<file path="src/hdl/simd_csr_pkg.sv">
// ######################################
// APB register map of the SIMD unit
// addresses and field widths for the register block
// ######################################

`default_nettype none

package simd_csr_pkg;

  localparam int ADDR_W = 8;
  localparam int PDATA_W = 32;
  localparam int EXCPT_W = 2; // enable and status fields

  typedef logic [ADDR_W-1:0] apb_addr_t;
  typedef logic [PDATA_W-1:0] apb_data_t;

  localparam apb_addr_t CTRL_ADDR = 8'h00;   // exception enable
  localparam apb_addr_t STATUS_ADDR = 8'h04; // sticky causes, w1c

endpackage

`default_nettype wire

</file>
<file path="src/hdl/simd_types_pkg.sv">
// ######################################
// datapath types for the packed SIMD integer unit
// shared by the operand stage, the ALU and the top level
// ######################################

`default_nettype none

package simd_types_pkg;

  localparam int DATA_W = 64;
  localparam int LANE_W = 16; // smallest lane, also the ALU chunk size

  typedef logic [DATA_W-1:0] data_t;

  typedef enum logic [2:0] {
    op_add     = 3'd0,
    op_sub     = 3'd1,
    op_and     = 3'd2,
    op_or      = 3'd3,
    op_xor     = 3'd4,
    op_cmpeq   = 3'd5,
    op_cmpgt   = 3'd6,
    op_illegal = 3'd7
  } opcode_e;

  // code 3 is executed as lane_64
  typedef enum logic [1:0] {
    lane_16 = 2'd0,
    lane_32 = 2'd1,
    lane_64 = 2'd2
  } lane_sz_e;

  localparam int CAUSE_W = 2;
  typedef logic [CAUSE_W-1:0] cause_t;

  localparam int CAUSE_OVF = 0; // signed overflow in any lane
  localparam int CAUSE_ILL = 1; // illegal opcode

endpackage

`default_nettype wire

</file>
<file path="src/hdl/operand_stage.sv">
// ######################################
// operand forwarding and the registered operand stage
// picks port, current or previous bus value per source
// ######################################

`default_nettype none

module operand_stage #(
  parameter int NUM_FWD = 3
) (
  input  logic                                     clk,
  input  logic                                     rst,
  input  logic                                     issue_valid,
  input  simd_types_pkg::opcode_e                  issue_op,
  input  simd_types_pkg::lane_sz_e                 issue_lane_sz,
  input  simd_types_pkg::data_t                    src_a,
  input  simd_types_pkg::data_t                    src_b,
  input  simd_types_pkg::data_t [NUM_FWD-1:0]      fwd_bus,
  input  logic [NUM_FWD-1:0]                       fwd_now_a,
  input  logic [NUM_FWD-1:0]                       fwd_prev_a,
  input  logic [NUM_FWD-1:0]                       fwd_now_b,
  input  logic [NUM_FWD-1:0]                       fwd_prev_b,
  output logic                                     ex_valid,
  output simd_types_pkg::opcode_e                  ex_op,
  output simd_types_pkg::lane_sz_e                 ex_lane_sz,
  output simd_types_pkg::data_t                    ex_a,
  output simd_types_pkg::data_t                    ex_b
);

  simd_types_pkg::data_t [NUM_FWD-1:0] fwd_q; // bus values one cycle back
  simd_types_pkg::data_t opa;
  simd_types_pkg::data_t opb;

  // selects are one-hot or zero, so loop order does not matter
  function automatic simd_types_pkg::data_t pick_operand(
    input simd_types_pkg::data_t               port_val,
    input logic [NUM_FWD-1:0]                  now_sel,
    input logic [NUM_FWD-1:0]                  prev_sel,
    input simd_types_pkg::data_t [NUM_FWD-1:0] now_val,
    input simd_types_pkg::data_t [NUM_FWD-1:0] prev_val
  );
    simd_types_pkg::data_t v;
    v = port_val;
    for (int i = 0; i < NUM_FWD; i++) begin
      if (now_sel[i]) v = now_val[i];
      if (prev_sel[i]) v = prev_val[i];
    end
    return v;
  endfunction

  assign opa = pick_operand(src_a, fwd_now_a, fwd_prev_a, fwd_bus, fwd_q);
  assign opb = pick_operand(src_b, fwd_now_b, fwd_prev_b, fwd_bus, fwd_q);

  always_ff @(posedge clk) begin
    fwd_q <= fwd_bus;
  end

  always_ff @(posedge clk) begin
    ex_op      <= issue_op;
    ex_lane_sz <= issue_lane_sz;
    ex_a       <= opa;
    ex_b       <= opb;
  end

  always_ff @(posedge clk) begin
    if (rst) begin
      ex_valid <= 1'b0;
    end else begin
      ex_valid <= issue_valid;
    end
  end

endmodule

`default_nettype wire

</file>
<file path="src/hdl/simd_alu.sv">
// ######################################
// lane-split integer execute stage
// one shared chunk adder serves add, sub and compares;
// result and masked causes leave one cycle after ex_*
// ######################################

`default_nettype none

module simd_alu (
  input  logic                     clk,
  input  logic                     rst,
  input  logic                     ex_valid,
  input  simd_types_pkg::opcode_e  ex_op,
  input  simd_types_pkg::lane_sz_e ex_lane_sz,
  input  simd_types_pkg::data_t    ex_a,
  input  simd_types_pkg::data_t    ex_b,
  input  simd_types_pkg::cause_t   excpt_en,
  output simd_types_pkg::data_t    result,
  output logic                     result_valid,
  output logic                     ret_valid,
  output simd_types_pkg::cause_t   ret_code,
  output simd_types_pkg::cause_t   raise
);

  localparam int LW = simd_types_pkg::LANE_W;
  localparam int NCH = simd_types_pkg::DATA_W / LW;

  logic [NCH-1:0] chunk_first;
  logic [NCH-1:0] chunk_last;
  logic [NCH-1:0] chunk_ovf;
  logic [NCH-1:0] lane_true; // compare outcome, valid at top chunk of a lane
  logic is_sub;
  logic is_gt;
  simd_types_pkg::data_t add_x;
  simd_types_pkg::data_t add_y;
  simd_types_pkg::data_t sum;
  simd_types_pkg::data_t cmp_mask;
  simd_types_pkg::data_t res_d;
  simd_types_pkg::cause_t cause_d;

  always_comb begin
    for (int i = 0; i < NCH; i++) begin
      case (ex_lane_sz)
        simd_types_pkg::lane_16: begin
          chunk_first[i] = 1'b1;
          chunk_last[i]  = 1'b1;
        end
        simd_types_pkg::lane_32: begin
          chunk_first[i] = (i % 2) == 0;
          chunk_last[i]  = (i % 2) == 1;
        end
        default: begin
          chunk_first[i] = i == 0;
          chunk_last[i]  = i == NCH - 1;
        end
      endcase
    end
  end

  // a > b is taken from the sign of b - a
  assign is_gt = ex_op == simd_types_pkg::op_cmpgt;
  assign is_sub = ex_op != simd_types_pkg::op_add;
  assign add_x = is_gt ? ex_b : ex_a;
  assign add_y = (is_gt ? ex_a : ex_b) ^ {simd_types_pkg::DATA_W{is_sub}};

  // carry chain cut at every lane start
  always_comb begin
    logic carry;
    logic zero_acc;
    logic [LW:0] part;
    carry = 1'b0;
    zero_acc = 1'b1;
    sum = '0;
    chunk_ovf = '0;
    lane_true = '0;
    for (int i = 0; i < NCH; i++) begin
      if (chunk_first[i]) begin
        carry = is_sub;
        zero_acc = 1'b1;
      end
      part = {1'b0, add_x[i*LW +: LW]} + {1'b0, add_y[i*LW +: LW]} + {{LW{1'b0}}, carry};
      sum[i*LW +: LW] = part[LW-1:0];
      carry = part[LW];
      zero_acc = zero_acc & (part[LW-1:0] == '0);
      chunk_ovf[i] = (add_x[i*LW+LW-1] == add_y[i*LW+LW-1]) &&
                     (part[LW-1] != add_x[i*LW+LW-1]);
      if (chunk_last[i]) lane_true[i] = is_gt ? (part[LW-1] ^ chunk_ovf[i]) : zero_acc;
    end
  end

  // walk down from the top so each lane's flag fills its lower chunks
  always_comb begin
    logic flag;
    flag = 1'b0;
    for (int i = NCH - 1; i >= 0; i--) begin
      if (chunk_last[i]) flag = lane_true[i];
      cmp_mask[i*LW +: LW] = {LW{flag}};
    end
  end

  always_comb begin
    res_d = '0;
    cause_d = '0;
    case (ex_op)
      simd_types_pkg::op_add, simd_types_pkg::op_sub: begin
        res_d = sum;
        cause_d[simd_types_pkg::CAUSE_OVF] = |(chunk_ovf & chunk_last);
      end
      simd_types_pkg::op_and: res_d = ex_a & ex_b;
      simd_types_pkg::op_or: res_d = ex_a | ex_b;
      simd_types_pkg::op_xor: res_d = ex_a ^ ex_b;
      simd_types_pkg::op_cmpeq, simd_types_pkg::op_cmpgt: res_d = cmp_mask;
      default: cause_d[simd_types_pkg::CAUSE_ILL] = 1'b1; // zero result
    endcase
  end

  always_ff @(posedge clk) begin
    result <= res_d;
  end

  always_ff @(posedge clk) begin
    if (rst) begin
      result_valid <= 1'b0;
      ret_valid    <= 1'b0;
      ret_code     <= '0;
      raise        <= '0;
    end else begin
      result_valid <= ex_valid;
      raise        <= ex_valid ? cause_d : '0;
      ret_code     <= ex_valid ? (cause_d & excpt_en) : '0;
      ret_valid    <= ex_valid && |(cause_d & excpt_en);
    end
  end

endmodule

`default_nettype wire

</file>
<file path="src/hdl/simd_csr.sv">
// ######################################
// APB register block, no wait states
// CTRL holds exception enables, STATUS the sticky causes
// ######################################

`default_nettype none

module simd_csr (
  input  logic                    clk,
  input  logic                    rst,
  input  logic                    psel,
  input  logic                    penable,
  input  logic                    pwrite,
  input  simd_csr_pkg::apb_addr_t paddr,
  input  simd_csr_pkg::apb_data_t pwdata,
  input  simd_types_pkg::cause_t  raise,
  output simd_csr_pkg::apb_data_t prdata,
  output logic                    pready,
  output logic                    pslverr,
  output simd_types_pkg::cause_t  excpt_en
);

  logic access;
  logic hit;
  logic wr_ctrl;
  logic wr_status;
  simd_types_pkg::cause_t status_q;
  simd_types_pkg::cause_t status_clr;

  assign access = psel & penable;
  assign hit = (paddr == simd_csr_pkg::CTRL_ADDR) || (paddr == simd_csr_pkg::STATUS_ADDR);
  assign wr_ctrl = access & pwrite & (paddr == simd_csr_pkg::CTRL_ADDR);
  assign wr_status = access & pwrite & (paddr == simd_csr_pkg::STATUS_ADDR);
  assign status_clr = wr_status ? pwdata[simd_csr_pkg::EXCPT_W-1:0] : '0;

  assign pready = access;
  assign pslverr = access & ~hit;

  always_comb begin
    prdata = '0; // unmapped reads zero
    case (paddr)
      simd_csr_pkg::CTRL_ADDR: begin
        prdata[simd_csr_pkg::EXCPT_W-1:0] = excpt_en;
      end
      simd_csr_pkg::STATUS_ADDR: begin
        prdata[simd_csr_pkg::EXCPT_W-1:0] = status_q;
      end
      default: ;
    endcase
  end

  always_ff @(posedge clk) begin
    if (rst) begin
      excpt_en <= '0;
    end else if (wr_ctrl) begin
      excpt_en <= pwdata[simd_csr_pkg::EXCPT_W-1:0];
    end
  end

  // new raise beats a same-cycle clear
  always_ff @(posedge clk) begin
    if (rst) begin
      status_q <= '0;
    end else begin
      status_q <= (status_q & ~status_clr) | raise;
    end
  end

endmodule

`default_nettype wire

</file>
<file path="src/hdl/simd_exec_unit.sv">
// ######################################
// top of the SIMD integer execution unit
// issue to result in 2 cycles, registers over APB
// ######################################

`default_nettype none

module simd_exec_unit #(
  parameter int NUM_FWD = 3
) (
  input  logic                                clk,
  input  logic                                rst,
  input  logic                                issue_valid,
  input  simd_types_pkg::opcode_e             issue_op,
  input  simd_types_pkg::lane_sz_e            issue_lane_sz,
  input  simd_types_pkg::data_t               src_a,
  input  simd_types_pkg::data_t               src_b,
  input  simd_types_pkg::data_t [NUM_FWD-1:0] fwd_bus,
  input  logic [NUM_FWD-1:0]                  fwd_now_a,
  input  logic [NUM_FWD-1:0]                  fwd_prev_a,
  input  logic [NUM_FWD-1:0]                  fwd_now_b,
  input  logic [NUM_FWD-1:0]                  fwd_prev_b,
  output simd_types_pkg::data_t               result,
  output logic                                result_valid,
  output logic                                ret_valid,
  output simd_types_pkg::cause_t              ret_code,
  input  logic                                psel,
  input  logic                                penable,
  input  logic                                pwrite,
  input  simd_csr_pkg::apb_addr_t             paddr,
  input  simd_csr_pkg::apb_data_t             pwdata,
  output simd_csr_pkg::apb_data_t             prdata,
  output logic                                pready,
  output logic                                pslverr
);

  logic ex_valid;
  simd_types_pkg::opcode_e ex_op;
  simd_types_pkg::lane_sz_e ex_lane_sz;
  simd_types_pkg::data_t ex_a;
  simd_types_pkg::data_t ex_b;
  simd_types_pkg::cause_t raise;    // unmasked, to sticky status
  simd_types_pkg::cause_t excpt_en;

  operand_stage #(.NUM_FWD(NUM_FWD)) operand_stage_i (
    .clk(clk), .rst(rst), .issue_valid(issue_valid), .issue_op(issue_op),
    .issue_lane_sz(issue_lane_sz), .src_a(src_a), .src_b(src_b), .fwd_bus(fwd_bus),
    .fwd_now_a(fwd_now_a), .fwd_prev_a(fwd_prev_a),
    .fwd_now_b(fwd_now_b), .fwd_prev_b(fwd_prev_b),
    .ex_valid(ex_valid), .ex_op(ex_op), .ex_lane_sz(ex_lane_sz), .ex_a(ex_a), .ex_b(ex_b)
  );

  simd_alu simd_alu_i (
    .clk(clk), .rst(rst), .ex_valid(ex_valid), .ex_op(ex_op), .ex_lane_sz(ex_lane_sz),
    .ex_a(ex_a), .ex_b(ex_b), .excpt_en(excpt_en), .result(result),
    .result_valid(result_valid), .ret_valid(ret_valid), .ret_code(ret_code), .raise(raise)
  );

  simd_csr simd_csr_i (
    .clk(clk), .rst(rst), .psel(psel), .penable(penable), .pwrite(pwrite), .paddr(paddr),
    .pwdata(pwdata), .raise(raise), .prdata(prdata), .pready(pready), .pslverr(pslverr),
    .excpt_en(excpt_en)
  );

endmodule

`default_nettype wire

</file>
<file path="config.mk">
export PLATFORM = sky130hd
export DESIGN_NAME = simd_exec_unit
export DESIGN_NICKNAME = d
export VERILOG_FILES = /design/src/hdl/simd_csr_pkg.sv /design/src/hdl/simd_types_pkg.sv /design/src/hdl/operand_stage.sv /design/src/hdl/simd_alu.sv /design/src/hdl/simd_csr.sv /design/src/hdl/simd_exec_unit.sv
export SDC_FILE = /design/constraint.sdc
export NUM_CORES = 1
export LEC_CHECK = 0
export BUFFER_PORTS_ARGS = -buffer_cell sky130_fd_sc_hd__buf_2
export CAP_MARGIN = 20
export CELL_PAD_IN_SITES_DETAIL_PLACEMENT = 0
export CELL_PAD_IN_SITES_GLOBAL_PLACEMENT = 1
export CORE_ASPECT_RATIO = 0.9
export CORE_MARGIN = 4
export CORE_UTILIZATION = 44
export CTS_CLUSTER_SIZE = 24
export DETAILED_ROUTE_END_ITERATION = 8
export GPL_TIMING_DRIVEN = 1
export PLACE_DENSITY_LB_ADDON = 0.1
export SETUP_SLACK_MARGIN = 0.05
export SLEW_MARGIN = 5
export SYNTH_ARGS = -nofsm -noshare
export SYNTH_HDL_FRONTEND = slang
export SYNTH_SLANG_ARGS = --single-unit
export TNS_END_PERCENT = 20
</file>
<file path="constraint.sdc">
create_clock -name clk -period 31.4 [get_ports clk]
set_clock_uncertainty 0.2 [all_clocks]
set_input_delay 1.57 -clock clk [delete_from_list [all_inputs] [get_ports clk]]
set_output_delay 1.57 -clock clk [all_outputs]
set_load 0.01 [all_outputs]
</file>
==> Implementation_results.wiki, run 1 <==
{| class="wikitable"
! Metric !! Value
|-
| Maximum frequency from static timing analysis || 69.5 MHz
|-
| Maximum buffer depth of the clock tree || 3
|-
| Per-cell via count in the routed design || 5.41
|-
| Startpoint-to-endpoint class of the critical path || flop to flop
|-
| H-Tree Level Count || 2
|-
| Setup Viol. Count Final || 0
|-
| Post-route DRC || 0
|-
| Final count of pins violating max slew || 0
|-
| Layout cells sized above 1 || 14.4%
|-
| Iteration-0 DRC Markers || 2419
|-
| Root Driver || sky130_fd_sc_hd__clkbuf_16
|-
| Site row count || 83
|-
| Initial core utilization || 44.7%
|-
| Path type of the worst min-delay path || flop to flop
|-
| Status || completed
|-
| Primary flip-flop cell chosen by synthesis mapping || sky130_fd_sc_hd__dfxtp_1
|-
| Critical Path End Type || flop
|-
| Post-DP HPWL || 69.4 mm
|-
| Number of search-and-repair iterations in the first detailed-routing pass || 6
|-
| Die Area || 62200 um^2
|-
| Count of flip-flops with a built-in enable after synthesis || 0
|-
| Total grt overflow || 0
|-
| Distinct cells, synth || 75
|-
| Worst-skew pair later-pin latency || 610 ps
|-
| Number of nets at the end of the flow || 4358
|-
| Startpoint of the most critical setup path || operand_stage_i.ex_op[1]$_DFF_P_
|-
| Top library cells by usage in the layout, fill and taps aside || 615 x sky130_fd_sc_hd__nor2_1, 609 x sky130_fd_sc_hd__a21oi_1, 412 x sky130_fd_sc_hd__buf_2, 399 x sky130_fd_sc_hd__dfxtp_1, 333 x sky130_fd_sc_hd__nand2_1
|-
| Combinational family with the most area after synthesis || compound AO/OA/AOI/OAI gates
|-
| Area added between synthesis and finish || 15.1%
|-
| Most frequent standard cell in the layout excluding fill and tap cells || sky130_fd_sc_hd__nor2_1
|-
| RSZ-0062 raised after global routing || no
|-
| Number of antenna violations at the first check in global routing || 24
|-
| Mean cell area of the mapped netlist || 7.30 um^2
|-
| Xor/xnor cell area share of the yosys netlist || 3.62%
|-
| Hold buffer count at CTS || 0
|-
| Number of buffers created by CTS || 45
|-
| Vias || 24802
|-
| Wire length of the first global-routing pass || 139 mm
|-
| Critical-path top delay cell || sky130_fd_sc_hd__nor2_4
|-
| CP arrival || 14670 ps
|-
| DRT antenna net count || 0
|-
| Worst-margin pin slew || 1020 ps
|-
| GPL Wtd Cong || 0.901
|-
| Static leakage || 13.5 nW
|-
| Compound-Gate Fraction of Synth Area || 24.1%
|-
| Slew HR || 32.2%
|-
| Total number of clock tree sinks || 400
|-
| Number of instances in the synthesized netlist || 3515
|-
| CP Data Required Time || 31690 ps
|-
| Register clock-pin slew on the reported worst setup and hold paths || 60 ps
|-
| Count of maximum capacitance violations || 0
|-
| Min Tclk post-route || 14380 ps
|-
| Yosys reg bits || 400
|-
| Largest fanout on the critical path || 50
|-
| Number of I/O port buffers || 424
|-
| Synthesized-area fraction occupied by adder cells || 9.98%
|-
| WHS || 247 ps
|-
| Overall die width || 262 um
|-
| I/O pin total || 485
|-
| Number of warning messages in the yosys log || 0
|-
| VDD IR-drop max || 37.7 uV
|-
| Netlist area before placement || 25600 um^2
|-
| Startpoint type of the worst setup path || flop
|-
| PwrDens || 55.8 nW/um^2
|-
| RR Startpoint || operand_stage_i.ex_op[1]$_DFF_P_
|-
| Multiplexer share of the synthesized area || 6.68%
|-
| Post-CTS setup buffers || 0
|-
| Total wire length after detailed routing || 91.2 mm
|-
| Average routed wire per standard cell || 19.9 um
|-
| Die Ht || 237 um
|-
| Most Frequent Cell on Critical Path || sky130_fd_sc_hd__a21oi_1
|-
| Sequential share of the synthesized area || 31.2%
|-
| Flop-to-flop setup slack || 17020 ps
|-
| Simple-gate portion of the synthesized area || 17.2%
|-
| GRT Util Overall || 28.0%
|-
| Crit path largest cell delay || 750 ps
|-
| Final cycle utilization of the critical path || 45.8%
|-
| TritonCTS clock tree || done
|-
| Share of flip-flops with an asynchronous set or reset || 0%
|-
| Sum of negative setup slack || 0 ps
|-
| Maximum number of pins on one net before global-route repair || 103
|-
| Resized Gates After CTS || 0
|-
| Hold Crit Start || simd_alu_i.raise[0]$_SDFF_PP0_
|-
| Via count of the first global-routing pass || 23180
|-
| Final hold vios || 0
|-
| Core area || 57300 um^2
|}
[critical path, delay by kind of cell, from the launching register on]
kind	cells	cell delay, ps
flops	1	310
xor+xnor	1	180
buf+inv	2	390
compound gates	34	6790
fa+ha+maj	7	2960
simple gates	12	3380
[power by group]
part | internal [mW] | switching (mW) | leakage [nW]
sequential | 0.556 | 0.0325 | 3.36
clock | 0.321 | 0.225 | 0.738
combinational | 0.199 | 0.313 | 9.39
[area by class of cell]
class,instances,area [um^2]
fill,5736,27800
multi-input combinational,2689,16000
sequential,400,8010
timing repair buffer,451,2350
clock buffer,63,1290
tap,765,957
inverter,190,713
clock inverter,14,219
antenna,9,22.5
[metrics by stage]
| step | area, um^2 | std cells | total power, mW | setup slack, ps | util, % |
|---|---|---|---|---|---|
| 6_report | 29500 | 4581 | 1.65 | 17020 | 51.5 |
| 5_1_grt | 29500 | 4578 | 1.74 | 15780 | 51.5 |
| 4_1_cts | 29500 | 4572 | 1.65 | 16980 | 51.5 |
| 3_5_place_dp | 28000 | 4495 | 1.10 | 17040 | 48.8 |
| 3_3_place_gp | 28000 | 4495 | 1.10 | 17050 | 48.8 |
| 2_1_floorplan | 25800 | 3544 | 0.938 | 19170 | - |
[routing by layer]
metal  track usage [%]  wire, um  share of wire (%)  vias to the layer above
met5                 0        56              0.061                        -
met1              43.7     45900                 50                    11235
met3              4.25      6660                7.3                      130
met2              39.8     36600                 40                      929
met4              6.81      1930                2.1                       10
li1                  -         -                  -                    12498
[cell families (layout without fill, tap and decap cells)]
logic type	Yosys count	in the layout
buffers and inverters	455	718
AOI/OAI and AO/OA	1099	1099
DFF	400	400
muxes	171	171
xor gates and xnor gates	106	106
adders and majority gates	198	198
and+or+nand+nor	1085	1085
other	1	39
[flip-flops by register name (all words and copies together), names as in the netlist]
name / cells
simd_alu_i.raise: 2
simd_alu_i.result_valid: 1
operand_stage_i.fwd_q: 192
simd_alu_i.ret_valid: 1
operand_stage_i.ex_op: 3
simd_alu_i.result: 64
simd_csr_i.status_q: 2
operand_stage_i.ex_valid: 1
operand_stage_i.ex_lane_sz: 2
operand_stage_i.ex_a: 64
operand_stage_i.ex_b: 64
simd_alu_i.ret_code: 2
simd_csr_i.excpt_en: 2
[worst paths after layout]
path                                        to  depth (start not counted)
max reg2reg      simd_alu_i.result[24]$_DFF_P_                         56
min          simd_csr_i.status_q[0]$_SDFF_PP0_                          2
min reg2reg  simd_csr_i.status_q[0]$_SDFF_PP0_                          2
max              simd_alu_i.result[24]$_DFF_P_                         56
[cell usage after synthesis, drive strengths merged, types with 10 or more instances]
cell	count	area, um^2
a222oi	29	290
o21ai	290	1450
mux2i	170	1700
nand3	20	105
nand2b	17	106
nor2	619	2320
clkbuf	176	661
a22oi	15	113
xor2	20	175
o211ai	29	238
nand2	333	1250
inv	190	713
fa	11	220
nor2b	11	68.8
nor4	10	62.6
xnor2	86	753
nor3	22	115
buf	89	460
a21oi	609	3050
ha	187	2340
a21o	16	120
dfxtp	400	8010
a31oi	10	62.6
a211oi	26	195
Note: power is estimated with default switching activity, not from simulation.
==> run 2, diff against run 1 <==
--- a/config.mk
+++ b/config.mk
@@ -11,7 +11,7 @@
 export CELL_PAD_IN_SITES_GLOBAL_PLACEMENT = 1
 export CORE_ASPECT_RATIO = 0.9
 export CORE_MARGIN = 4
-export CORE_UTILIZATION = 44
+export CORE_UTILIZATION = 41
 export CTS_CLUSTER_SIZE = 24
 export DETAILED_ROUTE_END_ITERATION = 8
 export GPL_TIMING_DRIVEN = 1
==> constraint.sdc (replaced) <==
create_clock -name clk -period 14.45 [get_ports clk]
set_clock_uncertainty 0.2 [all_clocks]
set_input_delay 0.7225 -clock clk [delete_from_list [all_inputs] [get_ports clk]]
set_output_delay 0.7225 -clock clk [all_outputs]
set_load 0.01 [all_outputs]
==> Implementation_results.wiki, run 2 (synthesis results as in run 1) <==
{| class="wikitable"
! Metric !! Value
|-
| Hold Crit Start || issue_lane_sz[1]
|-
| Slew HR || 31.1% (-1.1 points)
|-
| Instance area at placement || 28100 um^2 (+0.40%)
|-
| CP arrival || 13610 ps (-1060 ps)
|-
| Top library cells by usage in the layout, fill and taps aside || 615 x sky130_fd_sc_hd__nor2_1, 609 x sky130_fd_sc_hd__a21oi_1, 412 x sky130_fd_sc_hd__buf_2, 399 x sky130_fd_sc_hd__dfxtp_1, 333 x sky130_fd_sc_hd__nand2_1
|-
| Critical Path End Type || flop
|-
| TritonCTS clock tree || done
|-
| Status || completed
|-
| WHS || 43.7 ps (-203 ps)
|-
| Share of the core filled with cells in the final layout || 48.4% (-3.1 points)
|-
| Layout cells sized above 1 || 14.9% (+0.49 points)
|-
| Initial core utilization || 41.7% (-3.1 points)
|-
| Number of antenna violations at the first check in global routing || 23 (-4.2%)
|-
| Post-CTS setup buffers || 0 (unchanged)
|-
| End of the worst hold path || operand_stage_i.ex_lane_sz[1]$_DFF_P_
|-
| Area added between synthesis and finish || 16.1%
|-
| Largest register FFs || 192 (unchanged)
|-
| Final cycle utilization of the critical path || 92.1% (+46 points)
|-
| Maximum number of pins on one net before global-route repair || 133 (+29%)
|-
| Largest fanout on the critical path || 18 (-64%)
|-
| Least setup slack across all paths after layout || 1150 ps (-15870 ps)
|-
| Post-route DRC || 0 (unchanged)
|-
| Final hold vios || 0 (unchanged)
|-
| Vias || 24957 (+0.62%)
|-
| Static leakage || 13.6 nW (+0.53%)
|-
| R2r endpoint || simd_alu_i.result[3]$_DFF_P_
|-
| Die Area || 66600 um^2 (+7.1%)
|-
| CP Data Required Time || 14760 ps (-16930 ps)
|-
| H-Tree Level Count || 2 (unchanged)
|-
| Overall die width || 272 um (+3.5%)
|-
| Cell depth of the worst min-delay path || 1 (-1)
|-
| Total of fill cells in the finished design || 6241 (+8.8%)
|-
| Maximum frequency from static timing analysis || 75.2 MHz (+8.1%)
|-
| Final count of pins violating max slew || 0 (unchanged)
|-
| GPL Wtd Cong || 0.907 (+0.64%)
|-
| DRT antenna net count || 0 (unchanged)
|-
| Die Ht || 245 um (+3.5%)
|-
| Path type of the worst min-delay path || input port to flop
|-
| Per-cell via count in the routed design || 5.34 (-1.3%)
|-
| Critical-path top delay cell || sky130_fd_sc_hd__fa_1
|-
| I/O pin total || 485 (unchanged)
|-
| Pre-CTS setup slack || 811 ps (-16230 ps)
|-
| Via count of the first global-routing pass || 23240 (+0.26%)
|-
| Startpoint-to-endpoint class of the critical path || flop to flop
|-
| GRT Util Overall || 26.6% (-1.3 points)
|-
| Worst-skew pair later-pin latency || 590 ps (-20 ps)
|-
| Core area || 61500 um^2 (+7.4%)
|-
| PnR Total Power || 3.66 mW (+120%)
|-
| Number of I/O port buffers || 424 (unchanged)
|-
| Most frequent standard cell in the layout excluding fill and tap cells || sky130_fd_sc_hd__nor2_1
|-
| VDD IR-drop max || 77.0 uV (+100%)
|-
| Most Frequent Cell on Critical Path || sky130_fd_sc_hd__a21oi_1
|-
| Number of search-and-repair iterations in the first detailed-routing pass || 8 (+2)
|-
| Root Driver || sky130_fd_sc_hd__clkbuf_16
|-
| Sum of negative setup slack || 0 ps (unchanged)
|-
| Register ranked first by flip-flop count || operand_stage_i.fwd_q
|-
| Setup Viol. Count Final || 0 (unchanged)
|-
| Flop-to-flop setup slack || 1150 ps (-15870 ps)
|-
| Final cell count without fillers || 4670 (+1.9%)
|-
| Number of buffers created by CTS || 47 (+4.4%)
|-
| RR Startpoint || operand_stage_i.ex_op[2]$_DFF_P_
|-
| Iteration-0 DRC Markers || 2306 (-4.7%)
|-
| PwrDens || 123 nW/um^2 (+120%)
|-
| Final non-filler cell area || 29800 um^2 (+0.88%)
|-
| Total grt overflow || 0 (unchanged)
|-
| Post-DP HPWL || 71.2 mm (+2.5%)
|-
| Crit path largest cell delay || 630 ps (-120 ps)
|-
| Maximum buffer depth of the clock tree || 3 (unchanged)
|-
| Number of nets at the end of the flow || 4365 (+0.16%)
|-
| Total number of clock tree sinks || 400 (unchanged)
|-
| Total instance count after detailed placement || 4568 (+1.6%)
|-
| Worst-margin pin slew || 1020 ps (+7.20 ps)
|-
| Total wire length after detailed routing || 92.9 mm (+1.9%)
|-
| Site row count || 86 (+3.6%)
|-
| Wire length of the first global-routing pass || 140 mm (+1.2%)
|-
| Average routed wire per standard cell || 19.9 um (about the same)
|-
| Startpoint type of the worst setup path || flop
|-
| FF-to-FF path depth || 56 (unchanged)
|-
| Hold buffer count at CTS || 0 (unchanged)
|-
| Register clock-pin slew on the reported worst setup and hold paths || 70 ps (about the same)
|-
| Count of maximum capacitance violations || 0 (unchanged)
|-
| Min Tclk post-route || 13300 ps (-1080 ps)
|-
| RSZ-0062 raised after global routing || no
|}
-- run 2: cell count changes in the layout (fill, tap and decap cells not counted), sizes merged --
cell / before / now
buf: 451 / 454
bufinv: 4 / 5
clkbuf: 63 / 57
clkinv: 6 / 15
clkinvlp: 2 / 3
diode: 9 / 11
inv: 192 / 198
nor2: 619 / 621
-- run 2: power breakdown --
part | switching, mW | internal [mW] | total (mW)
sequential | 0.0713 | 1.21 | 1.28
combinational | 0.693 | 0.436 | 1.13
clock | 0.524 | 0.732 | 1.26
total | 1.29 | 2.38 | 3.66
-- run 2: metal layers --
layer / wire length [um] / up-vias / global-route usage, %
met5: 115 / - / 0
met4: 1410 / 14 / 5.08
met3: 6700 / 101 / 4.46
met2: 36800 / 865 / 37.2
met1: 48000 / 11441 / 42.6
li1: - / 12536 / -
-- run 2: worst max-delay path, delay by kind of cell, from the launching register on --
kind            cells  cell delay [ps]
buf+inv             3              620
xor+xnor            1              150
simple gates       12             3030
compound gates     33             5930
flops               1              310
fa+ha+maj           7             2970
-- run 2: cell type report --
cell class                 instances  area [um^2]  area share, %
tap                              836         1050           3.51
antenna                           11         27.5         0.0924
clock inverter                    31          333           1.12
inverter                         190          713           2.39
timing repair buffer             454         2390           8.02
multi-input combinational       2691        16000           53.6
clock buffer                      57         1280           4.31
sequential                       400         8010           26.9
-- run 2: repair_timing --
item	CTS	global route
gates resized for setup	0	3
setup endpoints to repair	0	64
hold endpoints to repair	0	0
-- run 2: worst max path at each step --
stage,start,slack [ps],cells after the start,end
after global routing,operand_stage_i.ex_op[1]$_DFF_P_,70,55,simd_alu_i.result[24]$_DFF_P_
after global placement,operand_stage_i.ex_op[1]$_DFF_P_,980,55,simd_alu_i.result[24]$_DFF_P_
after CTS,operand_stage_i.ex_op[1]$_DFF_P_,740,55,simd_alu_i.result[24]$_DFF_P_
final,operand_stage_i.ex_op[2]$_DFF_P_,1150,56,simd_alu_i.result[3]$_DFF_P_
after detailed placement,operand_stage_i.ex_op[1]$_DFF_P_,810,55,simd_alu_i.result[24]$_DFF_P_
after floorplan,operand_stage_i.ex_op[2]$_DFF_P_,2220,62,simd_alu_i.result[30]$_DFF_P_
==> run 3, diff against run 2 <==
--- a/config.mk
+++ b/config.mk
@@ -9,7 +9,7 @@
 export CAP_MARGIN = 20
 export CELL_PAD_IN_SITES_DETAIL_PLACEMENT = 0
 export CELL_PAD_IN_SITES_GLOBAL_PLACEMENT = 1
-export CORE_ASPECT_RATIO = 0.9
+export CORE_ASPECT_RATIO = 1.75
 export CORE_MARGIN = 4
 export CORE_UTILIZATION = 41
 export CTS_CLUSTER_SIZE = 24
==> Implementation_results.wiki, run 3 (synthesis results as in run 1) <==
{| class="wikitable"
! Metric !! Value
|-
| Register clock-pin slew on the reported worst setup and hold paths || 70 ps (about the same)
|-
| Worst-skew pair later-pin latency || 600 ps (about the same)
|-
| Status || completed
|-
| Largest register FFs || 192 (unchanged)
|-
| Instance area at placement || 28000 um^2 (-0.27%)
|-
| Post-route DRC || 0 (unchanged)
|-
| Total of fill cells in the finished design || 6344 (+1.7%)
|-
| GPL Wtd Cong || 0.911 (+0.52%)
|-
| Largest fanout on the critical path || 22 (+4)
|-
| Startpoint type of the worst setup path || flop
|-
| Cell depth of the worst min-delay path || 1 (unchanged)
|-
| Per-cell via count in the routed design || 5.33 (-0.21%)
|-
| Final hold vios || 0 (unchanged)
|-
| Number of antenna violations at the first check in global routing || 32 (+39%)
|-
| WHS || 48.0 ps (+4.27 ps)
|-
| DRT antenna net count || 0 (unchanged)
|-
| I/O pin total || 485 (unchanged)
|-
| Die Area || 66800 um^2 (+0.23%)
|-
| Via count of the first global-routing pass || 23820 (+2.5%)
|-
| Met2 capacity usage during global routing || 39.7% (+2.5 points)
|-
| Layout cells sized above 1 || 14.6% (-0.27 points)
|-
| Final cycle utilization of the critical path || 94.1% (+2.1 points)
|-
| Min Tclk post-route || 13600 ps (+301 ps)
|-
| Vias || 24718 (-0.96%)
|-
| Setup Viol. Count Final || 0 (unchanged)
|-
| Path type of the worst min-delay path || input port to flop
|-
| FF-to-FF path depth || 57 (+1.8%)
|-
| Static leakage || 13.5 nW (-0.61%)
|-
| Hold buffer count at CTS || 0 (unchanged)
|-
| Overall die width || 197 um (-27%)
|-
| Number of buffers created by CTS || 42 (-11%)
|-
| Iteration-0 DRC Markers || 1648 (-29%)
|-
| PnR Total Power || 3.49 mW (-4.8%)
|-
| Most congested layer reported by global routing || met2
|-
| Site row count || 121 (+41%)
|-
| CP arrival || 13920 ps (+310 ps)
|-
| Sequential cell area in the final layout || 8010 um^2 (unchanged)
|-
| Core area || 62100 um^2 (+0.85%)
|-
| CP Data Required Time || 14760 ps (about the same)
|-
| RSZ-0062 raised after global routing || yes
|-
| Maximum number of pins on one net before global-route repair || 129 (-3.0%)
|-
| Total wire length after detailed routing || 88.5 mm (-4.8%)
|-
| Number of nets at the end of the flow || 4365 (unchanged)
|-
| Most frequent standard cell in the layout excluding fill and tap cells || sky130_fd_sc_hd__nor2_1
|-
| Crit path largest cell delay || 630 ps (about the same)
|-
| Met3 capacity usage during global routing || 5.05% (+0.59 points)
|-
| Average routed wire per standard cell || 19.1 um (-4.1%)
|-
| Met1 Use GR || 35.3% (-7.3 points)
|-
| Multi-input logic area || 16000 um^2 (about the same)
|-
| VDD IR-drop max || 104 uV (+36%)
|-
| Top library cells by usage in the layout, fill and taps aside || 615 x sky130_fd_sc_hd__nor2_1, 609 x sky130_fd_sc_hd__a21oi_1, 412 x sky130_fd_sc_hd__buf_2, 399 x sky130_fd_sc_hd__dfxtp_1, 333 x sky130_fd_sc_hd__nand2_1
|-
| Die Ht || 339 um (+38%)
|-
| Final count of pins violating max slew || 0 (unchanged)
|-
| Worst-margin pin slew || 1140 ps (+116 ps)
|-
| Total grt overflow || 0 (unchanged)
|-
| Maximum frequency from static timing analysis || 73.5 MHz (-2.2%)
|-
| PwrDens || 118 nW/um^2 (-4.1%)
|-
| Critical-path top delay cell || sky130_fd_sc_hd__fa_1
|-
| Area added between synthesis and finish || 15.3%
|-
| TritonCTS clock tree || done
|-
| Initial core utilization || 41.3% (-0.35 points)
|-
| Count of maximum capacitance violations || 0 (unchanged)
|-
| H-Tree Level Count || 2 (unchanged)
|-
| Post-DP HPWL || 67.9 mm (-4.6%)
|-
| Maximum buffer depth of the clock tree || 3 (unchanged)
|-
| Sum of negative setup slack || 0 ps (unchanged)
|-
| Critical Path End Type || flop
|-
| Final non-filler cell area || 29600 um^2 (-0.71%)
|-
| Most Frequent Cell on Critical Path || sky130_fd_sc_hd__a21oi_1
|-
| Root Driver || sky130_fd_sc_hd__clkbuf_16
|-
| Register ranked first by flip-flop count || operand_stage_i.fwd_q
|-
| Number of search-and-repair iterations in the first detailed-routing pass || 6 (-2)
|-
| Wire length of the first global-routing pass || 137 mm (-2.7%)
|-
| Number of I/O port buffers || 424 (unchanged)
|-
| Startpoint-to-endpoint class of the critical path || flop to flop
|-
| Slew HR || 24.0% (-7.1 points)
|-
| Total number of clock tree sinks || 400 (unchanged)
|-
| GRT Util Overall || 25.2% (-1.4 points)
|}
[run 3: cell count changes in the layout (fill, tap and decap cells not counted), moves of 2 or more]
cell	delta
sky130_fd_sc_hd__diode_2	+7
sky130_fd_sc_hd__buf_4	+2
sky130_fd_sc_hd__clkinv_4	+2
sky130_fd_sc_hd__buf_12	+4
sky130_fd_sc_hd__clkinv_2	-7
sky130_fd_sc_hd__bufinv_16	-4
sky130_fd_sc_hd__clkbuf_1	+6
sky130_fd_sc_hd__clkbuf_16	-6
[run 3: cell type report]
cell class                      instances  area share (%)
Multi-Input combinational cell       2690            54.0
Clock buffer                           58            3.96
Inverter                              190            2.41
Sequential cell                       400            27.1
Antenna cell                           18           0.152
Clock inverter                         20           0.592
Timing Repair Buffer                  460            8.40
Tap cell                              799            3.38
[run 3: what timing repair did]
item	in CTS	in global routing
resized for setup	0	2
buffers inserted	0	8
endpoints found under the setup margin	0	64
[run 3: report_power, final]
part	total [mW]	switching (mW)	leakage [nW]	internal [mW]
Clock	1.09	0.493	0.657	0.594
Combinational	1.13	0.688	9.46	0.438
Sequential	1.27	0.0662	3.36	1.21
Total	3.49	1.25	13.5	2.24
[run 3: through the flow]
step,std cells,utilization (%),worst slack [ps]
after floorplan,3544,-,2220
after global placement,4528,45.1,920
after detailed placement,4528,45.1,606
after CTS,4606,47.3,569
after global routing,4625,47.6,-21.7
final,4635,47.6,847
[run 3: worst paths after layout]
path | startpoint | slack (ps) | end
worst max register to register | operand_stage_i.ex_op[1]$_DFF_P_ | 850 | simd_alu_i.result[35]$_DFF_P_
worst min-delay path | fwd_bus[191] | 50 | operand_stage_i.fwd_q[191]$_DFF_P_
worst min register to register | operand_stage_i.fwd_q[169]$_DFF_P_ | 240 | operand_stage_i.ex_a[41]$_DFF_P_
worst max-delay path | operand_stage_i.ex_op[1]$_DFF_P_ | 850 | simd_alu_i.result[35]$_DFF_P_
[run 3: metal layers]
metal / routed length (um) / share of wire (%)
met1: 40500 / 46
met2: 39500 / 45
met3: 6110 / 6.9
met4: 2180 / 2.5
met5: 145 / 0.16
[run 3: critical path, delay by kind of cell, from the launching register on]
kind | cells | cell delay, ps
flops | 1 | 410
compound gates | 32 | 5730
fa+ha+maj | 7 | 3030
buf+inv | 4 | 620
simple gates | 14 | 3500
